`src/design/jtag_config.svh`:
```
`ifndef JTAG_CONFIG_SVH
`define JTAG_CONFIG_SVH

// Instruction register geometry
`define JTAG_IR_LENGTH 5
// Device identity, bit 0 must be 1
`define JTAG_IDCODE_VALUE 32'h2B7E_104D
`define JTAG_USER_WIDTH 16

// Instruction codes, anything else selects BYPASS
`define JTAG_INSTR_IDCODE 5'd1
`define JTAG_INSTR_USER 5'd2
// Loaded in Capture-IR, low bits fixed at 01
`define JTAG_IR_CAPTURE 5'b00101

`endif

```
`src/design/jtag_pkg.sv`:
```
`include "jtag_config.svh"

package jtag_pkg;

    // Standard TAP controller states
    typedef enum logic [3:0] {
        TEST_LOGIC_RESET = 4'd0,
        RUN_TEST_IDLE    = 4'd1,
        SELECT_DR_SCAN   = 4'd2,
        CAPTURE_DR       = 4'd3,
        SHIFT_DR         = 4'd4,
        EXIT1_DR         = 4'd5,
        PAUSE_DR         = 4'd6,
        EXIT2_DR         = 4'd7,
        UPDATE_DR        = 4'd8,
        SELECT_IR_SCAN   = 4'd9,
        CAPTURE_IR       = 4'd10,
        SHIFT_IR         = 4'd11,
        EXIT1_IR         = 4'd12,
        PAUSE_IR         = 4'd13,
        EXIT2_IR         = 4'd14,
        UPDATE_IR        = 4'd15
    } tap_state_e;

    // Scan register payloads
    typedef logic [`JTAG_IR_LENGTH-1:0]  ir_t;
    typedef logic [31:0]                 idcode_t;
    typedef logic [`JTAG_USER_WIDTH-1:0] user_word_t;

    // TDO source select encoding
    localparam logic [1:0] DR_SEL_BYPASS = 2'd0;
    localparam logic [1:0] DR_SEL_IDCODE = 2'd1;
    localparam logic [1:0] DR_SEL_USER   = 2'd2;

endpackage

```
`src/design/jtag_instr_decode.sv`:
```
`timescale 1ns/1ps
`include "jtag_config.svh"

module jtag_instr_decode (
    input  jtag_pkg::ir_t ir_i,
    input  logic          capture_dr_i,
    input  logic          shift_dr_i,
    input  logic          update_dr_i,
    output logic          idcode_capture_o,
    output logic          idcode_shift_o,
    output logic          user_capture_o,
    output logic          user_shift_o,
    output logic          user_update_o,
    output logic          bypass_capture_o,
    output logic          bypass_shift_o,
    output logic [1:0]    dr_sel_o
);

    import jtag_pkg::*;

    logic idcode_sel;
    logic user_sel;
    logic bypass_sel;

    // Code to register map, BYPASS for everything unknown
    always_comb begin
        idcode_sel = 1'b0;
        user_sel   = 1'b0;
        dr_sel_o   = DR_SEL_BYPASS;
        case (ir_i)
            `JTAG_INSTR_IDCODE: begin
                idcode_sel = 1'b1;
                dr_sel_o   = DR_SEL_IDCODE;
            end
            `JTAG_INSTR_USER: begin
                user_sel = 1'b1;
                dr_sel_o = DR_SEL_USER;
            end
            default: ;
        endcase
    end

    assign bypass_sel = ~(idcode_sel | user_sel);

    // Gate the DR strobes per register
    assign idcode_capture_o = capture_dr_i & idcode_sel;
    assign idcode_shift_o   = shift_dr_i & idcode_sel;
    assign user_capture_o   = capture_dr_i & user_sel;
    assign user_shift_o     = shift_dr_i & user_sel;
    assign user_update_o    = update_dr_i & user_sel;
    assign bypass_capture_o = capture_dr_i & bypass_sel;
    assign bypass_shift_o   = shift_dr_i & bypass_sel;

endmodule

```
`src/design/jtag_scan_reg.sv`:
```
`timescale 1ns/1ps

module jtag_scan_reg #(
    parameter type payload_t  = logic [7:0],
    parameter bit  HAS_UPDATE = 1'b1
) (
    input  logic     clk,
    input  logic     rst_n,
    input  logic     clear_i,
    input  logic     shift_en_i,
    input  logic     capture_en_i,
    input  logic     update_en_i,
    input  logic     serial_i,
    input  payload_t capture_val_i,
    input  payload_t reset_val_i,
    output logic     serial_o,
    output payload_t parallel_o,
    output logic     updated_o
);

    // Shift stage, serial bit enters at the top
    payload_t shift_q;

    always_ff @(posedge clk) begin
        if (!rst_n) begin
            shift_q <= '0;
        end else if (capture_en_i) begin
            shift_q <= capture_val_i;
        end else if (shift_en_i) begin
            // One step toward bit 0, also fine for a single bit
            shift_q <= payload_t'({serial_i, shift_q} >> 1);
        end
    end

    assign serial_o = shift_q[0];

    // ------------------------------
    // Held stage
    // ------------------------------
    if (HAS_UPDATE) begin : g_update
        payload_t held_q;
        logic     updated_q;

        always_ff @(posedge clk) begin
            if (!rst_n || clear_i) begin
                held_q <= reset_val_i;
            end else if (update_en_i) begin
                held_q <= shift_q;
            end
        end

        // Strobe lines up with the new held value
        always_ff @(posedge clk) begin
            if (!rst_n) begin
                updated_q <= 1'b0;
            end else begin
                updated_q <= update_en_i;
            end
        end

        assign parallel_o = held_q;
        assign updated_o  = updated_q;
    end else begin : g_no_update
        // Capture-only register, shift stage is visible directly
        assign parallel_o = shift_q;
        assign updated_o  = 1'b0;
    end

endmodule

```
`src/design/jtag_tap_fsm.sv`:
```
`timescale 1ns/1ps

module jtag_tap_fsm (
    input  logic                 clk,
    input  logic                 rst_n,
    input  logic                 tck_rise_i,
    input  logic                 tck_fall_i,
    input  logic                 tms_i,
    output logic                 capture_ir_o,
    output logic                 shift_ir_o,
    output logic                 update_ir_o,
    output logic                 capture_dr_o,
    output logic                 shift_dr_o,
    output logic                 update_dr_o,
    output logic                 tap_reset_o,
    output jtag_pkg::tap_state_e state_o
);

    import jtag_pkg::*;

    tap_state_e state_q;
    tap_state_e state_d;

    // ------------------------------
    // TMS transition table
    // ------------------------------
    always_comb begin
        case (state_q)
            TEST_LOGIC_RESET: state_d = tms_i ? TEST_LOGIC_RESET : RUN_TEST_IDLE;
            RUN_TEST_IDLE:    state_d = tms_i ? SELECT_DR_SCAN   : RUN_TEST_IDLE;
            // DR column
            SELECT_DR_SCAN:   state_d = tms_i ? SELECT_IR_SCAN   : CAPTURE_DR;
            CAPTURE_DR:       state_d = tms_i ? EXIT1_DR         : SHIFT_DR;
            SHIFT_DR:         state_d = tms_i ? EXIT1_DR         : SHIFT_DR;
            EXIT1_DR:         state_d = tms_i ? UPDATE_DR        : PAUSE_DR;
            PAUSE_DR:         state_d = tms_i ? EXIT2_DR         : PAUSE_DR;
            EXIT2_DR:         state_d = tms_i ? UPDATE_DR        : SHIFT_DR;
            UPDATE_DR:        state_d = tms_i ? SELECT_DR_SCAN   : RUN_TEST_IDLE;
            // IR column
            SELECT_IR_SCAN:   state_d = tms_i ? TEST_LOGIC_RESET : CAPTURE_IR;
            CAPTURE_IR:       state_d = tms_i ? EXIT1_IR         : SHIFT_IR;
            SHIFT_IR:         state_d = tms_i ? EXIT1_IR         : SHIFT_IR;
            EXIT1_IR:         state_d = tms_i ? UPDATE_IR        : PAUSE_IR;
            PAUSE_IR:         state_d = tms_i ? EXIT2_IR         : PAUSE_IR;
            EXIT2_IR:         state_d = tms_i ? UPDATE_IR        : SHIFT_IR;
            UPDATE_IR:        state_d = tms_i ? SELECT_DR_SCAN   : RUN_TEST_IDLE;
            default:          state_d = TEST_LOGIC_RESET;
        endcase
    end

    // State only moves on a TCK rise
    always_ff @(posedge clk) begin
        if (!rst_n) begin
            state_q <= TEST_LOGIC_RESET;
        end else if (tck_rise_i) begin
            state_q <= state_d;
        end
    end

    // ------------------------------
    // Strobes
    // ------------------------------
    // Rise strobes act in the state they are named after
    assign capture_ir_o = tck_rise_i && (state_q == CAPTURE_IR);
    assign shift_ir_o   = tck_rise_i && (state_q == SHIFT_IR);
    assign capture_dr_o = tck_rise_i && (state_q == CAPTURE_DR);
    assign shift_dr_o   = tck_rise_i && (state_q == SHIFT_DR);
    assign update_dr_o  = tck_rise_i && (state_q == UPDATE_DR);
    assign tap_reset_o  = tck_rise_i && (state_q == TEST_LOGIC_RESET);

    // New instruction latched mid-state, on the falling edge
    assign update_ir_o  = tck_fall_i && (state_q == UPDATE_IR);

    assign state_o = state_q;

endmodule

```
`src/design/jtag_tap_top.sv`:
```
`timescale 1ns/1ps
`include "jtag_config.svh"

module jtag_tap_top (
    input  logic                 clk,
    input  logic                 rst_n,
    input  logic                 tck_i,
    input  logic                 tms_i,
    input  logic                 tdi_i,
    output logic                 tdo_o,
    output logic                 tdo_oe_o,
    output jtag_pkg::ir_t        ir_o,
    input  jtag_pkg::user_word_t user_status_i,
    output jtag_pkg::user_word_t user_data_o,
    output logic                 user_update_o
);

    import jtag_pkg::*;

    // Sampled pads and edges
    logic tck_rise, tck_fall, tms_s, tdi_s;
    // Controller strobes
    logic capture_ir, shift_ir, update_ir;
    logic capture_dr, shift_dr, update_dr, tap_reset;
    tap_state_e tap_state;
    logic in_shift_ir;
    // Per-register enables
    logic idcode_capture, idcode_shift;
    logic user_capture, user_shift, user_update;
    logic bypass_capture, bypass_shift;
    logic [1:0] dr_sel;
    // Serial outputs
    logic ir_bit, bypass_bit, idcode_bit, user_bit;

    jtag_tck_sampler u_sampler (
        .clk(clk), .rst_n(rst_n),
        .tck_i(tck_i), .tms_i(tms_i), .tdi_i(tdi_i),
        .tck_rise_o(tck_rise), .tck_fall_o(tck_fall),
        .tms_o(tms_s), .tdi_o(tdi_s)
    );

    jtag_tap_fsm u_fsm (
        .clk(clk), .rst_n(rst_n),
        .tck_rise_i(tck_rise), .tck_fall_i(tck_fall), .tms_i(tms_s),
        .capture_ir_o(capture_ir), .shift_ir_o(shift_ir), .update_ir_o(update_ir),
        .capture_dr_o(capture_dr), .shift_dr_o(shift_dr), .update_dr_o(update_dr),
        .tap_reset_o(tap_reset), .state_o(tap_state)
    );

    // Level for the TDO mux, strobes only last one clk
    assign in_shift_ir = (tap_state == SHIFT_IR);

    jtag_instr_decode u_decode (
        .ir_i(ir_o),
        .capture_dr_i(capture_dr), .shift_dr_i(shift_dr), .update_dr_i(update_dr),
        .idcode_capture_o(idcode_capture), .idcode_shift_o(idcode_shift),
        .user_capture_o(user_capture), .user_shift_o(user_shift),
        .user_update_o(user_update),
        .bypass_capture_o(bypass_capture), .bypass_shift_o(bypass_shift),
        .dr_sel_o(dr_sel)
    );

    // ------------------------------
    // Scan registers
    // ------------------------------
    // Instruction register, back to IDCODE in Test-Logic-Reset
    jtag_scan_reg #(.payload_t(ir_t), .HAS_UPDATE(1'b1)) u_ir_reg (
        .clk(clk), .rst_n(rst_n), .clear_i(tap_reset),
        .shift_en_i(shift_ir), .capture_en_i(capture_ir), .update_en_i(update_ir),
        .serial_i(tdi_s), .capture_val_i(`JTAG_IR_CAPTURE),
        .reset_val_i(`JTAG_INSTR_IDCODE),
        .serial_o(ir_bit), .parallel_o(ir_o), .updated_o()
    );

    // Single-bit BYPASS, captures 0
    jtag_scan_reg #(.payload_t(logic [0:0]), .HAS_UPDATE(1'b0)) u_bypass_reg (
        .clk(clk), .rst_n(rst_n), .clear_i(1'b0),
        .shift_en_i(bypass_shift), .capture_en_i(bypass_capture), .update_en_i(1'b0),
        .serial_i(tdi_s), .capture_val_i(1'b0), .reset_val_i(1'b0),
        .serial_o(bypass_bit), .parallel_o(), .updated_o()
    );

    jtag_scan_reg #(.payload_t(idcode_t), .HAS_UPDATE(1'b0)) u_idcode_reg (
        .clk(clk), .rst_n(rst_n), .clear_i(1'b0),
        .shift_en_i(idcode_shift), .capture_en_i(idcode_capture), .update_en_i(1'b0),
        .serial_i(tdi_s), .capture_val_i(`JTAG_IDCODE_VALUE), .reset_val_i('0),
        .serial_o(idcode_bit), .parallel_o(), .updated_o()
    );

    // USER captures system status, delivers on Update-DR
    jtag_scan_reg #(.payload_t(user_word_t), .HAS_UPDATE(1'b1)) u_user_reg (
        .clk(clk), .rst_n(rst_n), .clear_i(1'b0),
        .shift_en_i(user_shift), .capture_en_i(user_capture), .update_en_i(user_update),
        .serial_i(tdi_s), .capture_val_i(user_status_i), .reset_val_i('0),
        .serial_o(user_bit), .parallel_o(user_data_o), .updated_o(user_update_o)
    );

    jtag_tdo_driver u_tdo (
        .clk(clk), .rst_n(rst_n),
        .tck_fall_i(tck_fall), .shift_ir_i(in_shift_ir),
        .ir_bit_i(ir_bit), .bypass_bit_i(bypass_bit),
        .idcode_bit_i(idcode_bit), .user_bit_i(user_bit),
        .dr_sel_i(dr_sel),
        .tdo_o(tdo_o), .tdo_oe_o(tdo_oe_o)
    );

endmodule

```
`src/design/jtag_tck_sampler.sv`:
```
`timescale 1ns/1ps

module jtag_tck_sampler (
    input  logic clk,
    input  logic rst_n,
    input  logic tck_i,
    input  logic tms_i,
    input  logic tdi_i,
    output logic tck_rise_o,
    output logic tck_fall_o,
    output logic tms_o,
    output logic tdi_o
);

    // Two-flop synchronizers, bit 1 is the settled sample
    logic [1:0] tck_sync;
    logic [1:0] tms_sync;
    logic [1:0] tdi_sync;
    // Last settled TCK level
    logic       tck_prev;

    always_ff @(posedge clk) begin
        if (!rst_n) begin
            tck_sync <= 2'b00;
            tms_sync <= 2'b00;
            tdi_sync <= 2'b00;
            tck_prev <= 1'b0;
        end else begin
            tck_sync <= {tck_sync[0], tck_i};
            tms_sync <= {tms_sync[0], tms_i};
            tdi_sync <= {tdi_sync[0], tdi_i};
            tck_prev <= tck_sync[1];
        end
    end

    // Edge pulses, one clk wide
    assign tck_rise_o = tck_sync[1] & ~tck_prev;
    assign tck_fall_o = ~tck_sync[1] & tck_prev;

    // TMS and TDI aligned with the TCK sample
    assign tms_o = tms_sync[1];
    assign tdi_o = tdi_sync[1];

endmodule

```
`src/design/jtag_tdo_driver.sv`:
```
`timescale 1ns/1ps

module jtag_tdo_driver (
    input  logic       clk,
    input  logic       rst_n,
    input  logic       tck_fall_i,
    input  logic       shift_ir_i,
    input  logic       ir_bit_i,
    input  logic       bypass_bit_i,
    input  logic       idcode_bit_i,
    input  logic       user_bit_i,
    input  logic [1:0] dr_sel_i,
    output logic       tdo_o,
    output logic       tdo_oe_o
);

    import jtag_pkg::*;

    logic dr_bit;
    logic tdo_bit;

    // Data register source
    always_comb begin
        case (dr_sel_i)
            DR_SEL_IDCODE: dr_bit = idcode_bit_i;
            DR_SEL_USER:   dr_bit = user_bit_i;
            default:       dr_bit = bypass_bit_i;
        endcase
    end

    // IR wins while the controller sits in Shift-IR
    assign tdo_bit = shift_ir_i ? ir_bit_i : dr_bit;

    // Launch on the falling edge, stable for the next rise
    always_ff @(posedge clk) begin
        if (!rst_n) begin
            tdo_o    <= 1'b0;
            tdo_oe_o <= 1'b0;
        end else if (tck_fall_i) begin
            tdo_o    <= tdo_bit;
            tdo_oe_o <= 1'b1;
        end
    end

endmodule

```
`config.mk`:
```
export PLATFORM = sky130hd
export DESIGN_NAME = jtag_tap_top
export DESIGN_NICKNAME = d
export VERILOG_FILES = /design/src/design/jtag_pkg.sv /design/src/design/jtag_instr_decode.sv /design/src/design/jtag_scan_reg.sv /design/src/design/jtag_tap_fsm.sv /design/src/design/jtag_tap_top.sv /design/src/design/jtag_tck_sampler.sv /design/src/design/jtag_tdo_driver.sv
export VERILOG_INCLUDE_DIRS = /design/src /design/src/design
export SDC_FILE = /design/constraint.sdc
export NUM_CORES = 1
export LEC_CHECK = 0
export BUFFER_PORTS_ARGS = -buffer_cell sky130_fd_sc_hd__buf_2
export CORE_ASPECT_RATIO = 0.75
export CORE_UTILIZATION = 31
export CTS_CLUSTER_DIAMETER = 150
export DETAILED_ROUTE_END_ITERATION = 12
export PLACE_DENSITY = 0.52
export SYNTH_ARGS = -nofsm -noshare
export SYNTH_HDL_FRONTEND = slang
export SYNTH_SLANG_ARGS = --single-unit
```
`constraint.sdc`:
```
create_clock -name clk -period 2.2 [get_ports clk]
set_input_delay 0.22 -clock clk [delete_from_list [all_inputs] [get_ports clk]]
set_output_delay 0.22 -clock clk [all_outputs]
set_load 0.02 [all_outputs]
```
-- Word level (Yosys, flattened, before mapping)
Index checks and enable logic that the tools add are counted.
- bits in registers: 89
- latch bits: 0
- memory bits (writable): 0
- memory bits (read-only): 0
- input bits: 21
- output and inout bits: 24
- word-level logic and storage cells: 92
- memories: 0
- $add $sub $neg: 0
- $mul: 0
- div/mod/pow operators: 0
- order comparisons: 0
- equality and inequality tests: 19
- shift operators: 0
- mux-type cells: 24
- bitwise gates (word level): 14
- reductions and logical operators: 19
- operator list (kind ; number):
    30-bit 2-to-1 mux ; 2
    4-bit one-hot mux with 12 select lines ; 1
    4-bit equality test, second input constant ; 8
    16-bit 2-to-1 mux ; 2
    4-bit by 3-bit equality test with 1-bit output, second input constant ; 4
    4-bit 2-to-1 mux ; 4
    3-bit 2-to-1 mux ; 4
    2-bit OR reduction ; 5
    1-bit AND ; 9
    4-bit by 2-bit equality test with 1-bit output, second input constant ; 2
    1-bit logical AND ; 7
    1-bit 2-to-1 mux ; 6
    2-bit 2-to-1 mux ; 3
    2-bit nonzero test ; 3
    5-bit by 1-bit equality test with 1-bit output, second input constant ; 1
    5-bit by 2-bit equality test with 1-bit output, second input constant ; 1
    4-bit by 1-bit equality test with 1-bit output, second input constant ; 1
    4-bit logical NOT ; 1
    1-bit NOT ; 4
    2-bit one-hot mux with 2 select lines ; 1
    3-bit OR reduction ; 1
    2-bit by 1-bit equality test with 1-bit output, second input constant ; 1
    2-bit equality test, second input constant ; 1
    1-bit one-hot mux with 2 select lines ; 1
    other kinds (3) ; 3

-- Longest topological paths before layout
- word-level depth: 6
- mapped depth: 8
- gate-level depth less buffers: 8

-- Hierarchy
From an unflattened synthesis, not the netlist that was laid out.
- cell total of the unflattened synthesis: 402
- area total of the unflattened synthesis: 4932.2 um^2
- by module, submodules not included (module ; times used ; cells each ; area each (um^2) ; sequential area each (um^2)):
    jtag_scan_reg (u_idcode_reg) ; 1 ; 144 ; 1796.7 ; 640.6
    jtag_scan_reg (u_user_reg) ; 1 ; 109 ; 1622.8 ; 820.8
    jtag_scan_reg (u_ir_reg) ; 1 ; 36 ; 518.0 ; 270.3
    jtag_tap_fsm ; 1 ; 61 ; 499.2 ; 80.1
    jtag_tck_sampler ; 1 ; 16 ; 196.4 ; 140.1
    jtag_tdo_driver ; 1 ; 13 ; 116.4 ; 40.0
    jtag_instr_decode ; 1 ; 13 ; 98.8 ; 0.0
    jtag_scan_reg (u_bypass_reg) ; 1 ; 7 ; 66.3 ; 20.0
    jtag_tap_top ; 1 ; 3 ; 17.5 ; 0.0

-- Least setup slack after synthesis
Ideal clock, no wire load.
- path type: flip-flop to flip-flop
- start: register u_ir_reg.g_update.held_q, in the netlist u_ir_reg.parallel_o[4]
- end: register u_tdo.tdo_o
- setup time: 0.070 ns
- arrival time: 1.592 ns
- data required time: 2.130 ns
- slack: 0.539 ns
- stages on the path, launching flop included: 8
- path buffers: 0
- clock period less this slack: 1.661 ns
- cells stage by stage: dfxtp_1 -> nor3_2 -> nand2_1 -> ha_1 -> nor2_1 -> a211oi_1 -> a21oi_1 -> a21oi_1
- cells in the longest elaborated chain, start to end: 5
- elaborated cells between the ends (all ways): 7
- those cells by class: eq/ne (4); mux (3)
- RTL lines (item ; line ; source):
    from (decl) ; jtag_scan_reg.sv:41 ; payload_t held_q;
    from (signal assigned) ; jtag_scan_reg.sv:46 ; held_q <= reset_val_i;
    from (signal assigned) ; jtag_scan_reg.sv:48 ; held_q <= shift_q;
    5-bit by 2-bit equality test with 1-bit output / 5-bit by 1-bit equality test with 1-bit output (equally long branches) ; jtag_instr_decode.sv:30 ; case (ir_i)
    2-bit one-hot mux with 2 select lines * ; jtag_instr_decode.sv:30 ;
    2-bit equality test / 2-bit by 1-bit equality test with 1-bit output (equally long branches) ; jtag_tdo_driver.sv:24 ; case (dr_sel_i)
    1-bit one-hot mux with 2 select lines * ; jtag_tdo_driver.sv:24 ;
    1-bit 2-to-1 mux * ; jtag_tdo_driver.sv:32 ; assign tdo_bit = shift_ir_i ? ir_bit_i : dr_bit;
    to (signal assigned) ; jtag_tdo_driver.sv:40 ; tdo_o <= tdo_bit;
    to (decl) ; jtag_tdo_driver.sv:13 ; output logic tdo_o,
Every way passes the cells marked *; elsewhere a longest branch is shown, timed or not.
A chain may end at the register's enable or synchronous reset.

-- Worst setup path after layout
- start: register u_fsm.state_q[2] (netlist: u_fsm.state_o[2])
- end: register u_user_reg.shift_q[6] in the netlist's numbering
- cells in the longest elaborated chain, start to end: 4
- elaborated cells between the ends (all ways): 8
- those cells by class: eq/ne (2); mux (1); bitwise (2); reduce/logical (3)
- RTL lines (item ; line ; source):
    from (decl) ; jtag_tap_fsm.sv:21 ; tap_state_e state_q;
    from (signal assigned) ; jtag_tap_fsm.sv:56 ; state_q <= state_d;
    4-bit by 2-bit equality test with 1-bit output / 4-bit by 3-bit equality test with 1-bit output (equally long branches) ; jtag_tap_fsm.sv:66, jtag_tap_fsm.sv:67 ;
    1-bit logical AND (on tied branches) ; jtag_tap_fsm.sv:66, jtag_tap_fsm.sv:67 ;
    1-bit AND (on tied branches) ; jtag_instr_decode.sv:48, jtag_instr_decode.sv:49 ;
    16-bit 2-to-1 mux / 2-bit nonzero test (equally long branches) ; n/a ;
    to (signal assigned) ; jtag_scan_reg.sv:28 ; shift_q <= capture_val_i;
    to (signal assigned) ; jtag_scan_reg.sv:31 ; shift_q <= payload_t'({serial_i, shift_q} >> 1);
    to (decl) ; jtag_scan_reg.sv:22 ; payload_t shift_q;
Several ways; a longest one is shown, not always the timed one.

==> results.sh <==
export IMPL_die_h_um=97.3
export IMPL_die_area_um2=12500
export IMPL_finish_utilization_pct=37.9
export IMPL_final_cells=589
export IMPL_num_antenna_cells=0
export IMPL_grt_pass1_vias=2702
export IMPL_drt_drc_violations_left=0
export IMPL_ys_top_cells_by_area="dfxtp_1, mux2i_1, nand2_1"
export IMPL_cp_top_family="compound AO/OA/AOI/OAI gates"
export IMPL_r2r_start="u_fsm.state_o[2]$_SDFFE_PN0P_"
export IMPL_net_switching_power_w=0.000670
export IMPL_postCtsSetupBuffers=0
export IMPL_ios=45
export IMPL_synth_top_family_by_area="compound AO/OA/AOI/OAI gates"
export IMPL_grt_pass1_wl_um=13200
export IMPL_ys_top_cells_by_count="dfxtp_1, nand2_1, mux2i_1"
export IMPL_num_rows=34
export IMPL_grt_overflow=0
export IMPL_max_stage_delay_ps=500
export IMPL_grt_setup_unrepaired="false"
export IMPL_die_width_um=129
export IMPL_post_route_cell_area_um2=4430
export IMPL_clock_latency_ps=340
export IMPL_slew_headroom_pct=33.8
export IMPL_reg2reg_to="u_user_reg.shift_q[6]$_SDFFE_PN0P_"
export IMPL_clock_sinks=89
export IMPL_async_reset_ff_share_pct=0
export IMPL_critPathKind="reg -> reg"
export IMPL_vias=2802
export IMPL_syn_num_nets=406
export IMPL_min_to="u_sampler.tms_sync[0]$_SDFF_PN0_"
export IMPL_grt_max_degree=40
export IMPL_cts_buffer_depth=2
export IMPL_fin_nets=447
export IMPL_first_pass_iters=4
export IMPL_r2r_slack_ps=270
export IMPL_ys_seq_area_share_pct=47.5
export IMPL_wl_um=7760
export IMPL_cts_tree="done"
export IMPL_power_w=0.00326
export IMPL_place_gp_congestion=0.818
export IMPL_synthToLayoutAreaGrowth_pct=18.2
export IMPL_syn_avg_cell_area_um2=9.82
export IMPL_worstPathMaxFanout=16
export IMPL_antenna_left=0
export IMPL_track_usage_pct=13.4
export IMPL_core_area_um2=11700
export IMPL_synth_mux_area_share_pct=9.61
export IMPL_seq_area_um2=1780
export IMPL_critPathLaunchType="register"
export IMPL_multi_input_area_um2=1780
export IMPL_drt_iter0_drc=157
export IMPL_sequentialPowerShare_pct=50.0
export IMPL_hold_viol=0
export IMPL_swShare_pct=20.5
export IMPL_cp_num_buf_inv=0
export IMPL_synth_top_cell_by_area="dfxtp_1"
export IMPL_cts_made_buffers=9
export IMPL_hold_class="in -> reg"
export IMPL_dp_hpwl_um=5150
export IMPL_initial_core_util_pct=32.1
export IMPL_antenna_found_initial=0
export IMPL_ys_warn_count=0
export IMPL_report_final_slew_viol_count=0
export IMPL_slowest_stage="dfxtp_1"
export IMPL_max_freq_mhz=517
export IMPL_port_buffers=44
export IMPL_power_density_nw_per_um2=736
export IMPL_pwr_share_clk_pct=47.1
export IMPL_yosys_area_share_xor_xnor_pct=0.467
export IMPL_fillers=1189
export IMPL_ys_types=47
export IMPL_yosysMostFrequentCell="dfxtp_1"
export IMPL_arrival_ps=2150
export IMPL_synth_area_um2=3750
export IMPL_clkTransAtPathRegs_ps=60
export IMPL_min_period_ps=1930
export IMPL_worstHoldStart="tms_i"
export IMPL_place_area_um2=4130
export IMPL_synth_edf_count=0
export IMPL_tightest_slew_ps=994
export IMPL_dp_cells=574
export IMPL_crit_required_ps=2420
export IMPL_synth_simple_area_share_pct=18.0
export IMPL_root_buffer="clkbuf_16"
export IMPL_syn_inst=382
export IMPL_vias_per_cell=4.76
export IMPL_hold_buffers=0
export IMPL_period_share_pct=87.8
export IMPL_drive_gt1_share_pct=22.2
export IMPL_p_leak_nw=1.88
export IMPL_reg2reg_depth=4
export IMPL_internal_power_w=0.00259
export IMPL_ys_seq_elements=89
export IMPL_crit_chain="or3b_4, a211oi_4, a21oi_2, o2bb2ai_1"
export IMPL_combPwrFrac_pct=3.0
export IMPL_finClkSkew_ps=6.73
export IMPL_cts_resized=0
export IMPL_synth_ff_type="dfxtp_1"
export IMPL_status="completed"
export IMPL_synth_compound_area_share_pct=18.2
export IMPL_hold_path_depth=2
export IMPL_yosys_area_share_adder_pct=1.00
export IMPL_h_tree_depth=3
export IMPL_wire_per_inst_um=13.2
export IMPL_synth_top_area_share_pct=47.5
export IMPL_peakVddDrop_mv=0.331
export IMPL_maxCapViolations=0
export IMPL_setup_viol=0
export IMPL_setup_tns_ps=0
export IMPL_endpoint_kind="register"
## area by class of cell
class / instances / share of cell area (%)
repair buffers: 59 / 7.79
clock inverters: 4 / 1.19
flip-flops and latches: 89 / 40.2
well taps: 162 / 4.57
clock buffers: 11 / 5.70
inverters: 6 / 0.508
multi-input cells: 258 / 40.1
## cell usage in the layout (no fill, tap or decap), types with 2 or more instances in the layout
cell       count
clkbuf_8       2
and2_1         9
dfxtp_1       89
a311o_1       15
nand3_1        5
nand2b_1       2
a211oi_1       3
o2bb2ai_1      6
xnor2_1        2
a21oi_1       27
buf_2         44
buf_4         14
clkinv_4       2
nand4_1        4
nand2_1       47
clkbuf_16      9
inv_1          6
ha_1           3
o2bb2ai_2     10
nor2_1        33
a31oi_1        5
nor3_1         6
nor2b_1        6
mux2i_1       36
and3_1         9
o21ai_0        8
## per-stage QoR
step / setup slack, ps / hold slack, ps
CTS: 258 / 81.9
global route: 87.8 / 79.9
finish: 267 / 86.7
detailed placement: 262 / 422
global placement: 296 / 426
floorplan: 539 / 347
## logic make-up (layout without fill, tap and decap cells)
kind of cell / after synthesis / count (layout)
fa+ha+maj: 3 / 3
compound gates: 85 / 85
flops: 89 / 89
buf+inv: 35 / 80
xor+xnor: 2 / 2
mux: 36 / 36
simple gates: 132 / 132
## registers in the layout, indices dropped and copies added (netlist names)
register and count:
u_sampler.tck_prev 1, u_sampler.tck_sync 2, u_ir_reg.shift_q 5, u_idcode_reg.parallel_o 32
u_tdo.tdo_o 1, u_user_reg.parallel_o 16, u_sampler.tms_sync 2, u_tdo.tdo_oe_o 1
u_sampler.tdi_sync 2, u_fsm.state_o 4, u_bypass_reg.parallel_o 1, u_user_reg.shift_q 16
u_user_reg.updated_o 1, u_ir_reg.parallel_o 5
## power by group through the flow
stage	Clock, W	Sequential (W)	Combinational, W
6_report	0.00154	0.00163	0.0000963
5_1_grt	0.00166	0.00163	0.000107
4_1_cts	0.00158	0.00163	0.0000981
3_5_place_dp	0	0.00167	0.0000976
3_3_place_gp	0	0.00167	0.0000960
2_1_floorplan	0	0.00166	0.0000616
## how the worst max path moves through the flow
stage,startpoint,to,slack [ps],cells after the start
final,u_fsm.state_o[2]$_SDFFE_PN0P_,u_user_reg.shift_q[6]$_SDFFE_PN0P_,270,4
after global routing,u_sampler.tck_sync[1]$_SDFF_PN0_,u_idcode_reg.parallel_o[6]$_SDFFE_PN0P_,90,4
after CTS,u_fsm.state_o[2]$_SDFFE_PN0P_,u_user_reg.shift_q[6]$_SDFFE_PN0P_,260,4
after detailed placement,u_fsm.state_o[3]$_SDFFE_PN0P_,u_user_reg.shift_q[3]$_SDFFE_PN0P_,260,5
after global placement,u_fsm.state_o[3]$_SDFFE_PN0P_,u_user_reg.shift_q[10]$_SDFFE_PN0P_,300,5
after floorplan,u_ir_reg.parallel_o[4]$_SDFFE_PP0P_,u_tdo.tdo_o$_SDFFE_PN0P_,540,7
## per-layer routing
layer | track usage, % | part of all wire, % | vias to the layer above
met5 | 0 | 0 | -
met4 | 4.07 | 0.76 | 0
li1 | - | - | 1444
met1 | 17.8 | 52 | 1316
met2 | 20.5 | 44 | 34
met3 | 4.19 | 3.1 | 8
## worst reg2reg max path: cells and delay by family, from the launching register on
family	cells	cell delay, ps
AO/OA/AOI/OAI	3	880
flip-flops	1	500
AND/OR/NAND/NOR	1	440
(Power assumes the default switching activity.)
